--- config.mk ---
export PLATFORM = sky130hd
export DESIGN_NAME = sdio_data_control
export DESIGN_NICKNAME = d
export VERILOG_FILES = /design/src/common/sdio_data_pkg.sv /design/src/source/sdio_data_control.sv /design/src/source/sdio_cmd_byte_port.sv /design/src/source/sdio_target_router.sv /design/src/transfer_sequencer/sdio_transfer_seq.sv
export SDC_FILE = /design/constraint.sdc
export NUM_CORES = 1
export LEC_CHECK = 0
export ABC_AREA = 1
export BUFFER_PORTS_ARGS = -buffer_cell sky130_fd_sc_hd__buf_2
export CAP_MARGIN = 20
export CORE_AREA = 2 2 174 176
export CTS_BUF_LIST = sky130_fd_sc_hd__clkbuf_16
export CTS_CLUSTER_DIAMETER = 120
export CTS_CLUSTER_SIZE = 28
export DETAILED_ROUTE_END_ITERATION = 10
export DIE_AREA = 0 0 176 178
export PLACE_DENSITY = 0.52
export SLEW_MARGIN = 0
export SYNTH_ARGS = -nofsm -noshare
export SYNTH_HDL_FRONTEND = slang
export SYNTH_HIERARCHICAL = 1
export SYNTH_SLANG_ARGS = --single-unit
--- constraint.sdc ---
create_clock -name clk -period 2.6 [get_ports clk]
set_input_delay 0.52 -clock clk [delete_from_list [all_inputs] [get_ports clk]]
set_output_delay 0.52 -clock clk [all_outputs]
set_load 0.02 [all_outputs]
--- src/common/sdio_data_pkg.sv ---
// SDIO data-path package with target numbering, widths, states and timing constants
`default_nettype none

package sdio_data_pkg;

  // CIA is 0, functions 1 to 7, memory last
  localparam int num_targets = 9;

  typedef logic [7:0]  byte_t;
  typedef logic [3:0]  target_idx_t;
  typedef logic [2:0]  func_num_t;
  typedef logic [12:0] count_t;
  typedef logic [15:0] block_size_t;
  typedef logic [17:0] address_t;

  localparam target_idx_t mem_target = 4'd8;

  // Byte mode count of zero
  localparam count_t default_byte_count = 13'd512;

  // Idle gap after every read block
  localparam count_t read_cooldown_cycles = 13'd400;

  typedef enum logic [2:0] {
    seq_idle,
    seq_config,
    seq_active,
    seq_wait_phy,
    seq_cooldown,
    seq_done
  } seq_state_t;

  typedef enum logic [1:0] {
    port_idle,
    port_write,
    port_read,
    port_done
  } byte_port_state_t;

endpackage

`default_nettype wire
--- src/source/sdio_data_control.sv ---
// SDIO data control top, joins host command bus and data PHY to the nine targets
`timescale 1ns/1ps
`default_nettype none

module sdio_data_control (
  input  wire                                clk,
  input  wire                                rst,

  // Command inputs
  input  wire                                i_activate,
  input  wire                                i_write_flg,
  input  wire                                i_block_mode_flg,
  input  wire                                i_inc_addr_flg,
  input  wire sdio_data_pkg::count_t         i_data_cnt,
  input  wire sdio_data_pkg::address_t       i_cmd_address,
  input  wire                                i_cmd_bus_sel,
  input  wire                                i_mem_sel,
  input  wire sdio_data_pkg::func_num_t      i_func_sel,

  // Command bus
  input  wire sdio_data_pkg::byte_t          i_cmd_wr_data,
  output logic [7:0]                         o_cmd_rd_data,

  // Data PHY
  input  wire                                i_data_phy_wr_stb,
  input  wire sdio_data_pkg::byte_t          i_data_phy_wr_data,
  output logic                               o_data_phy_rd_stb,
  output logic [7:0]                         o_data_phy_rd_data,
  output logic                               o_data_phy_com_rdy,
  output logic                               o_data_phy_activate,
  input  wire                                i_data_phy_finished,

  // Targets, indexed by target number
  output logic [sdio_data_pkg::num_targets-1:0] o_tgt_wr_stb,
  output sdio_data_pkg::byte_t               o_tgt_wr_data [sdio_data_pkg::num_targets],
  output logic [sdio_data_pkg::num_targets-1:0] o_tgt_hst_rdy,
  output logic [sdio_data_pkg::num_targets-1:0] o_tgt_activate,
  input  wire  [sdio_data_pkg::num_targets-1:0] i_tgt_rd_stb,
  input  wire sdio_data_pkg::byte_t          i_tgt_rd_data [sdio_data_pkg::num_targets],
  input  wire  [sdio_data_pkg::num_targets-1:0] i_tgt_com_rdy,
  input  wire sdio_data_pkg::block_size_t    i_tgt_block_size [sdio_data_pkg::num_targets],

  // Status
  output logic                               o_data_bus_busy,
  output logic                               o_finished,
  output sdio_data_pkg::count_t              o_total_data_cnt,
  output sdio_data_pkg::address_t            o_address
);

  logic                       data_ready;
  logic                       phy_activate;
  logic                       lcl_wr_stb;
  logic                       bus_wr_stb;
  logic                       bus_rd_stb;
  sdio_data_pkg::byte_t       bus_rd_data;
  logic                       bus_com_rdy;
  sdio_data_pkg::block_size_t sel_block_size;

  sdio_transfer_seq i_sdio_transfer_seq (
    .clk                 (clk),
    .rst                 (rst),
    .i_activate          (i_activate),
    .i_write_flg         (i_write_flg),
    .i_block_mode_flg    (i_block_mode_flg),
    .i_inc_addr_flg      (i_inc_addr_flg),
    .i_data_cnt          (i_data_cnt),
    .i_cmd_address       (i_cmd_address),
    .i_block_size        (sel_block_size),
    .i_wr_stb            (bus_wr_stb),
    .i_rd_stb            (bus_rd_stb),
    .i_data_phy_finished (i_data_phy_finished),
    .o_data_ready        (data_ready),
    .o_phy_activate      (phy_activate),
    .o_busy              (o_data_bus_busy),
    .o_finished          (o_finished),
    .o_total_data_cnt    (o_total_data_cnt),
    .o_address           (o_address)
  );

  sdio_target_router i_sdio_target_router (
    .i_cmd_bus_sel       (i_cmd_bus_sel),
    .i_mem_sel           (i_mem_sel),
    .i_func_sel          (i_func_sel),
    .i_activate          (i_activate),
    .i_phy_activate      (phy_activate),
    .i_data_ready        (data_ready),
    .i_lcl_wr_stb        (lcl_wr_stb),
    .i_cmd_wr_data       (i_cmd_wr_data),
    .i_data_phy_wr_stb   (i_data_phy_wr_stb),
    .i_data_phy_wr_data  (i_data_phy_wr_data),
    .i_tgt_rd_stb        (i_tgt_rd_stb),
    .i_tgt_rd_data       (i_tgt_rd_data),
    .i_tgt_com_rdy       (i_tgt_com_rdy),
    .i_tgt_block_size    (i_tgt_block_size),
    .o_tgt_wr_stb        (o_tgt_wr_stb),
    .o_tgt_wr_data       (o_tgt_wr_data),
    .o_tgt_hst_rdy       (o_tgt_hst_rdy),
    .o_tgt_activate      (o_tgt_activate),
    .o_data_phy_rd_stb   (o_data_phy_rd_stb),
    .o_data_phy_rd_data  (o_data_phy_rd_data),
    .o_data_phy_com_rdy  (o_data_phy_com_rdy),
    .o_data_phy_activate (o_data_phy_activate),
    .o_wr_stb            (bus_wr_stb),
    .o_rd_stb            (bus_rd_stb),
    .o_rd_data           (bus_rd_data),
    .o_com_rdy           (bus_com_rdy),
    .o_block_size        (sel_block_size)
  );

  sdio_cmd_byte_port i_sdio_cmd_byte_port (
    .clk                 (clk),
    .rst                 (rst),
    .i_cmd_bus_sel       (i_cmd_bus_sel),
    .i_activate          (i_activate),
    .i_write_flg         (i_write_flg),
    .i_com_rdy           (bus_com_rdy),
    .i_rd_stb            (bus_rd_stb),
    .i_rd_data           (bus_rd_data),
    .o_lcl_wr_stb        (lcl_wr_stb),
    .o_cmd_rd_data       (o_cmd_rd_data)
  );

endmodule

`default_nettype wire

--- src/source/sdio_cmd_byte_port.sv ---
// Command byte port, moves one byte between the command bus and the selected target
`timescale 1ns/1ps
`default_nettype none

module sdio_cmd_byte_port (
  input  wire                        clk,
  input  wire                        rst,
  input  wire                        i_cmd_bus_sel,
  input  wire                        i_activate,
  input  wire                        i_write_flg,
  input  wire                        i_com_rdy,
  input  wire                        i_rd_stb,
  input  wire sdio_data_pkg::byte_t  i_rd_data,
  output logic                       o_lcl_wr_stb,
  output sdio_data_pkg::byte_t       o_cmd_rd_data
);

  sdio_data_pkg::byte_port_state_t state;

  always_ff @(posedge clk) begin
    if (rst) begin
      state        <= sdio_data_pkg::port_idle;
      o_lcl_wr_stb <= 1'b0;
    end else begin
      o_lcl_wr_stb <= 1'b0;
      case (state)
        sdio_data_pkg::port_idle: begin
          if (i_cmd_bus_sel && i_activate) begin
            state <= i_write_flg ? sdio_data_pkg::port_write : sdio_data_pkg::port_read;
          end
        end
        sdio_data_pkg::port_write: begin
          // Target may hold off indefinitely
          if (i_com_rdy) begin
            o_lcl_wr_stb <= 1'b1;
            state        <= sdio_data_pkg::port_done;
          end
        end
        sdio_data_pkg::port_read: begin
          if (i_rd_stb) begin
            state <= sdio_data_pkg::port_done;
          end
        end
        default: begin
          if (!i_activate) begin
            state <= sdio_data_pkg::port_idle;
          end
        end
      endcase

      // Cancel from any state
      if (!i_activate) begin
        state <= sdio_data_pkg::port_idle;
      end
    end
  end

  // Read byte stays on the bus until the next read
  always_ff @(posedge clk) begin
    if (state == sdio_data_pkg::port_read && i_rd_stb) begin
      o_cmd_rd_data <= i_rd_data;
    end
  end

  a_single_wr_pulse: assert property (@(posedge clk) disable iff (rst)
    o_lcl_wr_stb |=> !o_lcl_wr_stb);

endmodule

`default_nettype wire

--- src/source/sdio_target_router.sv ---
// Target router, steers writes and activate to one target and gathers its read side
`timescale 1ns/1ps
`default_nettype none

module sdio_target_router (
  input  wire                                i_cmd_bus_sel,
  input  wire                                i_mem_sel,
  input  wire sdio_data_pkg::func_num_t      i_func_sel,
  input  wire                                i_activate,
  input  wire                                i_phy_activate,
  input  wire                                i_data_ready,
  input  wire                                i_lcl_wr_stb,
  input  wire sdio_data_pkg::byte_t          i_cmd_wr_data,
  input  wire                                i_data_phy_wr_stb,
  input  wire sdio_data_pkg::byte_t          i_data_phy_wr_data,
  input  wire  [sdio_data_pkg::num_targets-1:0] i_tgt_rd_stb,
  input  wire sdio_data_pkg::byte_t          i_tgt_rd_data [sdio_data_pkg::num_targets],
  input  wire  [sdio_data_pkg::num_targets-1:0] i_tgt_com_rdy,
  input  wire sdio_data_pkg::block_size_t    i_tgt_block_size [sdio_data_pkg::num_targets],
  output logic [sdio_data_pkg::num_targets-1:0] o_tgt_wr_stb,
  output sdio_data_pkg::byte_t               o_tgt_wr_data [sdio_data_pkg::num_targets],
  output logic [sdio_data_pkg::num_targets-1:0] o_tgt_hst_rdy,
  output logic [sdio_data_pkg::num_targets-1:0] o_tgt_activate,
  output logic                               o_data_phy_rd_stb,
  output logic [7:0]                         o_data_phy_rd_data,
  output logic                               o_data_phy_com_rdy,
  output logic                               o_data_phy_activate,
  output logic                               o_wr_stb,
  output logic                               o_rd_stb,
  output sdio_data_pkg::byte_t               o_rd_data,
  output logic                               o_com_rdy,
  output sdio_data_pkg::block_size_t         o_block_size
);

  sdio_data_pkg::target_idx_t sel;
  sdio_data_pkg::byte_t       wr_data;
  logic                       activate;

  // Memory select wins over the function number
  assign sel = i_mem_sel ? sdio_data_pkg::mem_target : {1'b0, i_func_sel};

  // Write source
  assign o_wr_stb = i_cmd_bus_sel ? i_lcl_wr_stb  : i_data_phy_wr_stb;
  assign wr_data  = i_cmd_bus_sel ? i_cmd_wr_data : i_data_phy_wr_data;
  assign activate = i_cmd_bus_sel ? i_activate    : i_phy_activate;

  always_comb begin
    o_tgt_wr_stb   = '0;
    o_tgt_hst_rdy  = '0;
    o_tgt_activate = '0;
    for (int t = 0; t < sdio_data_pkg::num_targets; t++) begin
      o_tgt_wr_data[t] = '0;
    end
    o_tgt_wr_stb[sel]   = o_wr_stb;
    o_tgt_wr_data[sel]  = wr_data;
    o_tgt_hst_rdy[sel]  = i_data_ready;
    o_tgt_activate[sel] = activate;
  end

  // Read side of the selected target
  assign o_rd_stb     = i_tgt_rd_stb[sel];
  assign o_rd_data    = i_tgt_rd_data[sel];
  assign o_com_rdy    = i_tgt_com_rdy[sel] & i_data_ready;
  assign o_block_size = i_tgt_block_size[sel];

  // PHY is silent while the command bus owns the targets
  assign o_data_phy_rd_stb   = !i_cmd_bus_sel && o_rd_stb;
  assign o_data_phy_rd_data  = i_cmd_bus_sel ? 8'h00 : o_rd_data;
  assign o_data_phy_com_rdy  = !i_cmd_bus_sel && o_com_rdy;
  assign o_data_phy_activate = !i_cmd_bus_sel && i_phy_activate;

  always_comb begin
    a_single_wr_target: assert final ($onehot0(o_tgt_wr_stb));
  end

endmodule

`default_nettype wire

--- src/transfer_sequencer/sdio_transfer_seq.sv ---
// Transfer sequencer, sizes byte and block transfers, counts strobes and paces blocks
`timescale 1ns/1ps
`default_nettype none

module sdio_transfer_seq (
  input  wire                             clk,
  input  wire                             rst,
  input  wire                             i_activate,
  input  wire                             i_write_flg,
  input  wire                             i_block_mode_flg,
  input  wire                             i_inc_addr_flg,
  input  wire sdio_data_pkg::count_t      i_data_cnt,
  input  wire sdio_data_pkg::address_t    i_cmd_address,
  input  wire sdio_data_pkg::block_size_t i_block_size,
  input  wire                             i_wr_stb,
  input  wire                             i_rd_stb,
  input  wire                             i_data_phy_finished,
  output logic                            o_data_ready,
  output logic                            o_phy_activate,
  output logic                            o_busy,
  output logic                            o_finished,
  output sdio_data_pkg::count_t           o_total_data_cnt,
  output sdio_data_pkg::address_t         o_address
);

  sdio_data_pkg::seq_state_t state;
  sdio_data_pkg::count_t     total_blocks;
  sdio_data_pkg::count_t     block_cnt;
  sdio_data_pkg::count_t     byte_cnt;
  sdio_data_pkg::count_t     cooldown_cnt;
  logic                      continuous;
  logic                      block_open;
  logic                      more_blocks;

  // Bytes still owed in the current block
  assign block_open  = (byte_cnt < o_total_data_cnt);
  // Zero block count in block mode runs until activate drops
  assign more_blocks = continuous || (block_cnt < total_blocks);

  assign o_busy         = (state == sdio_data_pkg::seq_active);
  assign o_data_ready   = (state == sdio_data_pkg::seq_active) && block_open;
  assign o_phy_activate = (state == sdio_data_pkg::seq_active) ||
                          (state == sdio_data_pkg::seq_wait_phy) ||
                          (state == sdio_data_pkg::seq_cooldown);

  always_ff @(posedge clk) begin
    if (rst) begin
      state            <= sdio_data_pkg::seq_idle;
      total_blocks     <= '0;
      block_cnt        <= '0;
      byte_cnt         <= '0;
      cooldown_cnt     <= '0;
      continuous       <= 1'b0;
      o_total_data_cnt <= '0;
      o_address        <= '0;
    end else begin
      case (state)
        sdio_data_pkg::seq_idle: begin
          byte_cnt         <= '0;
          block_cnt        <= '0;
          o_total_data_cnt <= '0;
          o_address        <= i_cmd_address;
          total_blocks     <= i_block_mode_flg ? i_data_cnt : '0;
          continuous       <= i_block_mode_flg && (i_data_cnt == '0);
          if (i_activate) begin
            state <= sdio_data_pkg::seq_config;
          end
        end
        sdio_data_pkg::seq_config: begin
          byte_cnt <= '0;
          if (i_block_mode_flg) begin
            o_total_data_cnt <= sdio_data_pkg::count_t'(i_block_size);
            if (!continuous) begin
              block_cnt <= block_cnt + 1'b1;
            end
          end else if (i_data_cnt == '0) begin
            o_total_data_cnt <= sdio_data_pkg::default_byte_count;
          end else begin
            o_total_data_cnt <= i_data_cnt;
          end
          state <= sdio_data_pkg::seq_active;
        end
        sdio_data_pkg::seq_active: begin
          if (block_open) begin
            if (i_wr_stb || i_rd_stb) begin
              byte_cnt <= byte_cnt + 1'b1;
              if (i_inc_addr_flg) begin
                o_address <= o_address + 1'b1;
              end
            end
          end else if (!i_block_mode_flg) begin
            state <= sdio_data_pkg::seq_done;
          end else if (i_write_flg) begin
            state <= sdio_data_pkg::seq_wait_phy;
          end else begin
            cooldown_cnt <= '0;
            state        <= sdio_data_pkg::seq_cooldown;
          end
        end
        sdio_data_pkg::seq_wait_phy: begin
          // PHY reports the write block has gone out
          if (i_data_phy_finished) begin
            state <= more_blocks ? sdio_data_pkg::seq_config : sdio_data_pkg::seq_done;
          end
        end
        sdio_data_pkg::seq_cooldown: begin
          if (cooldown_cnt < sdio_data_pkg::read_cooldown_cycles - 1'b1) begin
            cooldown_cnt <= cooldown_cnt + 1'b1;
          end else begin
            state <= more_blocks ? sdio_data_pkg::seq_config : sdio_data_pkg::seq_done;
          end
        end
        sdio_data_pkg::seq_done: begin
          state <= sdio_data_pkg::seq_done;
        end
        default: begin
          state <= sdio_data_pkg::seq_idle;
        end
      endcase

      // Dropping activate cancels or closes any transfer
      if (!i_activate) begin
        state <= sdio_data_pkg::seq_idle;
      end
    end
  end

  // Held until activate falls
  always_ff @(posedge clk) begin
    if (rst) begin
      o_finished <= 1'b0;
    end else begin
      o_finished <= (state == sdio_data_pkg::seq_done) && i_activate;
    end
  end

  a_count_in_range: assert property (@(posedge clk) disable iff (rst)
    byte_cnt <= o_total_data_cnt);

  a_finished_needs_activate: assert property (@(posedge clk) disable iff (rst)
    o_finished |-> $past(i_activate));

endmodule

`default_nettype wire

== After elaboration in Yosys (flattened, before gate mapping) ==
Index checks and enable logic that the tools add are counted.
Storage, ports and cells
  register bits: 99
  input port bits: 294
  output and inout port bits: 151
  word-level logic and storage cells: 135
Operators by class
  add/sub/neg operators: 4
  order comparisons: 7
  equality and inequality tests: 21
  multiplexer cells: 51
  bitwise operators: 8
  reductions and logical operators: 32
Operators by type and width (number)
  $mux 13: 13
  $pmux 13 s2: 4
  $and 72x72->72: 1
  $bmux 16 s4: 1
  $mux 18: 3
  $mux 8: 5
  $add 13x1->13 const B: 3
  $pmux 18 s2: 1
  $bmux 8 s4: 1
  $demux 8 s4: 1
  $and 9x9->9: 3
  $lt 13x13->1: 2
  $ne 2x2->1 const B: 10
  $add 18x1->18 const B: 1
  $mux 3: 6
  $pmux 3 s6: 1
  $logic_not 13->1: 1
  $lt 13x9->1 const B: 1
  $logic_and 1x1->1: 10
  $reduce_and 3->1: 3
  $bmux 1 s4: 2
  $mux 2: 4
  $ne 2x1->1 const B: 4
  $reduce_and 4->1: 2
  other kinds (24): 40

== Logic depth before layout (Yosys ltp) ==
  depth in word-level cells: 7
  gate-level depth with buffers: 21
  mapped depth without buffers: 20

== Modules after synthesis ==
The synthesis kept the hierarchy.
By module, submodules not included
  sdio_transfer_seq: instances 1, cells an instance 840, area an instance 5395.2 sq um, sequential area each 1761.7 sq um
  sdio_target_router: instances 1, cells an instance 626, area an instance 2643.8 sq um, sequential area each 0.0 sq um
  sdio_cmd_byte_port: instances 1, cells an instance 43, area an instance 465.4 sq um, sequential area each 300.3 sq um

== Worst setup path before layout ==
No wires, ideal clock.
  path type: flip-flop to output port
  start point: reg i_sdio_transfer_seq.o_total_data_cnt[12]
  end point: out o_data_phy_com_rdy
  data arrival time: 2.249 ns
  data required time: 2.080 ns
  setup slack: -0.169 ns
  cell stages (with the launch flop): 15
  buffers on the path: 1
  cells stage by stage: dfxtp_1 -> inv_1 -> ha_1 -> nand2_1 -> inv_2 -> nand2_1 -> nand2_1 -> a21oi_2 -> nand3_2 -> buf_2 -> inv_1 -> clkinv_1 -> nor2_1 -> nand3_1 -> nor2_1
Between the ends
  cells in the longest elaborated chain, start to end: 4
RTL lines
  start: declaration: RTL line sdio_transfer_seq.sv:22  | output sdio_data_pkg::count_t o_total_data_cnt,
  start signal: assignment: RTL line sdio_transfer_seq.sv:72  | o_total_data_cnt <= sdio_data_pkg::count_t'(i_block_size);
  start signal: assignment: RTL line sdio_transfer_seq.sv:77  | o_total_data_cnt <= sdio_data_pkg::default_byte_count;
  start signal: assignment: RTL line sdio_transfer_seq.sv:79  | o_total_data_cnt <= i_data_cnt;
  $lt 13x13->1: RTL line sdio_transfer_seq.sv:36  | assign block_open = (byte_cnt < o_total_data_cnt);
  $logic_and 1x1->1: RTL line sdio_transfer_seq.sv:41  | assign o_data_ready = (state == sdio_data_pkg::seq_active) && block_open;
  named net data_ready: RTL line sdio_data_control.sv:50  | logic data_ready;
  $and 1x1->1: RTL line sdio_target_router.sv:63  | assign o_com_rdy = i_tgt_com_rdy[sel] & i_data_ready;
  $logic_and 1x1->1: RTL line sdio_target_router.sv:69  | assign o_data_phy_com_rdy = !i_cmd_bus_sel && o_com_rdy;
  end: declaration: RTL line sdio_data_control.sv:29  | output logic o_data_phy_com_rdy,
The timed path passes the listed nets, and every way through them passes these cells.

== Worst setup path after layout ==
  start point: reg i_sdio_transfer_seq.byte_cnt[12]
  end point: out o_data_phy_com_rdy
Between the ends
  cells in the longest elaborated chain, start to end: 4
RTL lines
  start: declaration: RTL line sdio_transfer_seq.sv:29  | sdio_data_pkg::count_t byte_cnt;
  start signal: assignment: RTL line sdio_transfer_seq.sv:86  | byte_cnt <= byte_cnt + 1'b1;
  $lt 13x13->1: RTL line sdio_transfer_seq.sv:36
  $logic_and 1x1->1: RTL line sdio_transfer_seq.sv:41
  named net data_ready: RTL line sdio_data_control.sv:50
  $and 1x1->1: RTL line sdio_target_router.sv:63
  $logic_and 1x1->1: RTL line sdio_target_router.sv:69
The timed path passes the listed nets, and every way through them passes these cells.

==> flow_metrics.env <==
export IMPL_critPathMaxFanout=3
export IMPL_slowest_stage="dfxtp_4"
export IMPL_fp_coreArea_sq_um=29400
export IMPL_tritoncts="yes"
export IMPL_cp_start_kind="register"
export IMPL_wire_per_inst_um=16.66
export IMPL_use_met2_pct=40.76
export IMPL_path_buf_inv=4
export IMPL_power_density_nw_per_um2=367.0
export IMPL_max_clock_path_buffers=2
export IMPL_vias=11069
export IMPL_grt_max_degree=36
export IMPL_start_util_pct=28.32
export IMPL_gr_total_overflow=0
export IMPL_first_iter_violations=624
export IMPL_ios=445
export IMPL_hold_buffers=0
export IMPL_cts_root_buffer="clkbuf_16"
export IMPL_fin_crit_sh_pct=101.5
export IMPL_avgSynthCellArea_sq_um=5.677
export IMPL_worstPathArrival_ns=2.12
export IMPL_violations="setup timing"
export IMPL_cts_sinks=99
export IMPL_hp_class="reg2reg"
export IMPL_worst_slew_margin_rel_pct=62.97
export IMPL_critPathTopFamily="simple AND/OR/NAND/NOR gates"
export IMPL_htree_levels=3
export IMPL_path_clk_slew_ns=0.08
export IMPL_use_met3_pct=3.240
export IMPL_rsz0062_at_grt="true"
export IMPL_syn_area_sq_um=8328
export IMPL_grt_use_total_pct=24.62
export IMPL_io_buffers=417
export IMPL_cts_buffers=9
export IMPL_path_class="reg2out"
export IMPL_report_power_total_mw=4.463
export IMPL_p_leak_nw=6.184
export IMPL_dp_hpwl_um=32480
export IMPL_slew_viol_final=0
export IMPL_use_met1_pct=32.11
export IMPL_dieArea_sq_um=31330
export IMPL_path_cells="ha_4 > nand2_2 > inv_2 > nand2_1 > nand2_2 > a21oi_4 > nand3_4 > inv_4 > clkinv_4 > nor2_4 > nand3_4 > nor2_4 > buf_6"
export IMPL_totalWireLength_um=39000
export IMPL_final_antenna_net_count=0
export IMPL_fin_skew_ns=0.01236
export IMPL_setup_slack_ns=-0.04005
export IMPL_die_x_um=176
export IMPL_place_area_sq_um=11350
export IMPL_antenna_found_initial=5
export IMPL_crit_path_max_incr_delay_ns=0.37
export IMPL_layout_nets=2266
export IMPL_setup_viol=3
export IMPL_grt_pass1_wl_um=58600
export IMPL_final_cell_area_sq_um=12160
export IMPL_cap_violations=0
export IMPL_netlist_instances=1467
export IMPL_grt_busiest_layer="met2"
export IMPL_end_kind="output port"
export IMPL_worst_ep_required_time_ns=2.08
export IMPL_hold_ws_ns=0.4442
export IMPL_fin_crit_ns=2.640
export IMPL_clk_latency_ns=0.36
export IMPL_viasPerCell=4.730
export IMPL_max_freq_mhz=378.8
export IMPL_hold_viol_final=0
export IMPL_dr_pass1_iters=5
export IMPL_row_count=63
export IMPL_status="finished, violations left"
export IMPL_utilization_pct=41.37
export IMPL_grt_pass1_vias=10434
export IMPL_worst_pin_slew_ns=0.5549
export IMPL_syn_to_final_growth_pct=46.05
export IMPL_ir_worst_vdd_uv=285.2
export IMPL_drc=0
export IMPL_fp_dieH_um=178
export IMPL_synthesis_nets=1792
export IMPL_drive_above_1_share_pct=33.20
export IMPL_synth_warnings=6
export IMPL_gp_congestion=0.9359
export IMPL_tns_ns=-0.09742
==> cell type report <==
type / instances / area (sq um)
antenna: 4 / 10.01
clock buffer: 9 / 225.2
clock inverter: 7 / 58.81
fill: 3223 / 17240
inverter: 172 / 655.6
multi-input combinational: 1137 / 5637
sequential: 99 / 2088
tap: 390 / 488.0
timing repair buffer: 522 / 3000
==> worst paths after layout <==
check	from	to	slack [ns]	depth (start not counted)
setup / recovery	i_sdio_transfer_seq/byte_cnt[12]	o_data_phy_com_rdy	-0.04	13
hold / removal	i_sdio_transfer_seq/cooldown_cnt[11]	i_sdio_transfer_seq/cooldown_cnt[11]	0.44	2
setup reg to reg	i_sdio_transfer_seq/o_total_data_cnt[8]	i_sdio_transfer_seq/o_address[9]	0.26	17
hold reg to reg	i_sdio_transfer_seq/cooldown_cnt[11]	i_sdio_transfer_seq/cooldown_cnt[11]	0.44	2
==> layout by cell type (no fill, tap or decap), types with 5 or more instances in the layout <==
| cell type | n |
|---|---|
| clkbuf_16 | 9 |
| ha_4 | 8 |
| dfxtp_2 | 15 |
| nor3_1 | 10 |
| dfxtp_1 | 74 |
| mux2i_1 | 8 |
| buf_2 | 407 |
| o21ai_1 | 6 |
| o21ai_0 | 29 |
| nand2_1 | 458 |
| inv_1 | 152 |
| nand3_1 | 85 |
| xor2_1 | 15 |
| inv_2 | 17 |
| nor2_4 | 19 |
| a21oi_1 | 58 |
| nand3_2 | 6 |
| buf_4 | 100 |
| nand4_1 | 40 |
| buf_12 | 5 |
| edfxtp_1 | 8 |
| nor2_2 | 9 |
| o21bai_1 | 5 |
| buf_6 | 10 |
| ha_1 | 23 |
| nor2_1 | 284 |
| nand2_2 | 14 |
| o22ai_1 | 20 |
| nand3b_1 | 7 |
==> stage by stage <==
step                setup slack, ns  instances
finish                     -0.04005       2340
detailed placement          -0.1019       2304
floorplan                   0.07010       1467
global route                -0.1302       2339
global placement           -0.06697       2304
CTS                         -0.1031       2325
==> metal layers <==
layer	share of wire (%)	up-vias
met3	6.9	58
met2	46	461
met5	0	-
met1	44	4985
met4	3.4	0
li1	-	5565
==> sequential cells by signal, summed over array words and instances, names as in the netlist <==
name	flops
i_sdio_cmd_byte_port/state	2
i_sdio_cmd_byte_port/o_cmd_rd_data	8
i_sdio_transfer_seq/byte_cnt	13
i_sdio_transfer_seq/o_finished	1
i_sdio_transfer_seq/continuous	1
i_sdio_transfer_seq/block_cnt	13
i_sdio_transfer_seq/o_total_data_cnt	13
i_sdio_cmd_byte_port/o_lcl_wr_stb	1
i_sdio_transfer_seq/cooldown_cnt	13
i_sdio_transfer_seq/o_address	18
i_sdio_transfer_seq/state	3
i_sdio_transfer_seq/total_blocks	13
==> power by group <==
group	total [mW]	internal, mW	leakage, nW	switching [mW]
logic	1.44	0.549	5.22	0.887
registers	1.65	1.60	0.822	0.0586
clock network	1.37	0.736	0.140	0.637
total	4.46	2.88	6.18	1.58
==> repair_timing <==
item | in CTS | in global routing
gates resized for setup | 80 | 23
setup buffers | 5 | 11
endpoints found under the setup margin | 31 | 32
pin swaps | 28 | 7
hold endpoints to repair | 0 | 0
==> worst reg2reg max path, stage by stage (launching register included) <==
cell and delay, ns:
dfxtp_2 0.34, inv_2 0.05, ha_4 0.26, nand2_1 0.05
inv_1 0.06, buf_4 0.10, nand3_2 0.07, nor2_4 0.14
nand2_4 0.08, buf_4 0.13, buf_4 0.12, buf_4 0.13
nand2_1 0.10, nand2_4 0.14, nand3_4 0.27, nand2_1 0.11
nand2_1 0.07, nor2_1 0.04
No activity file was read; power rests on OpenSTA's default activity.
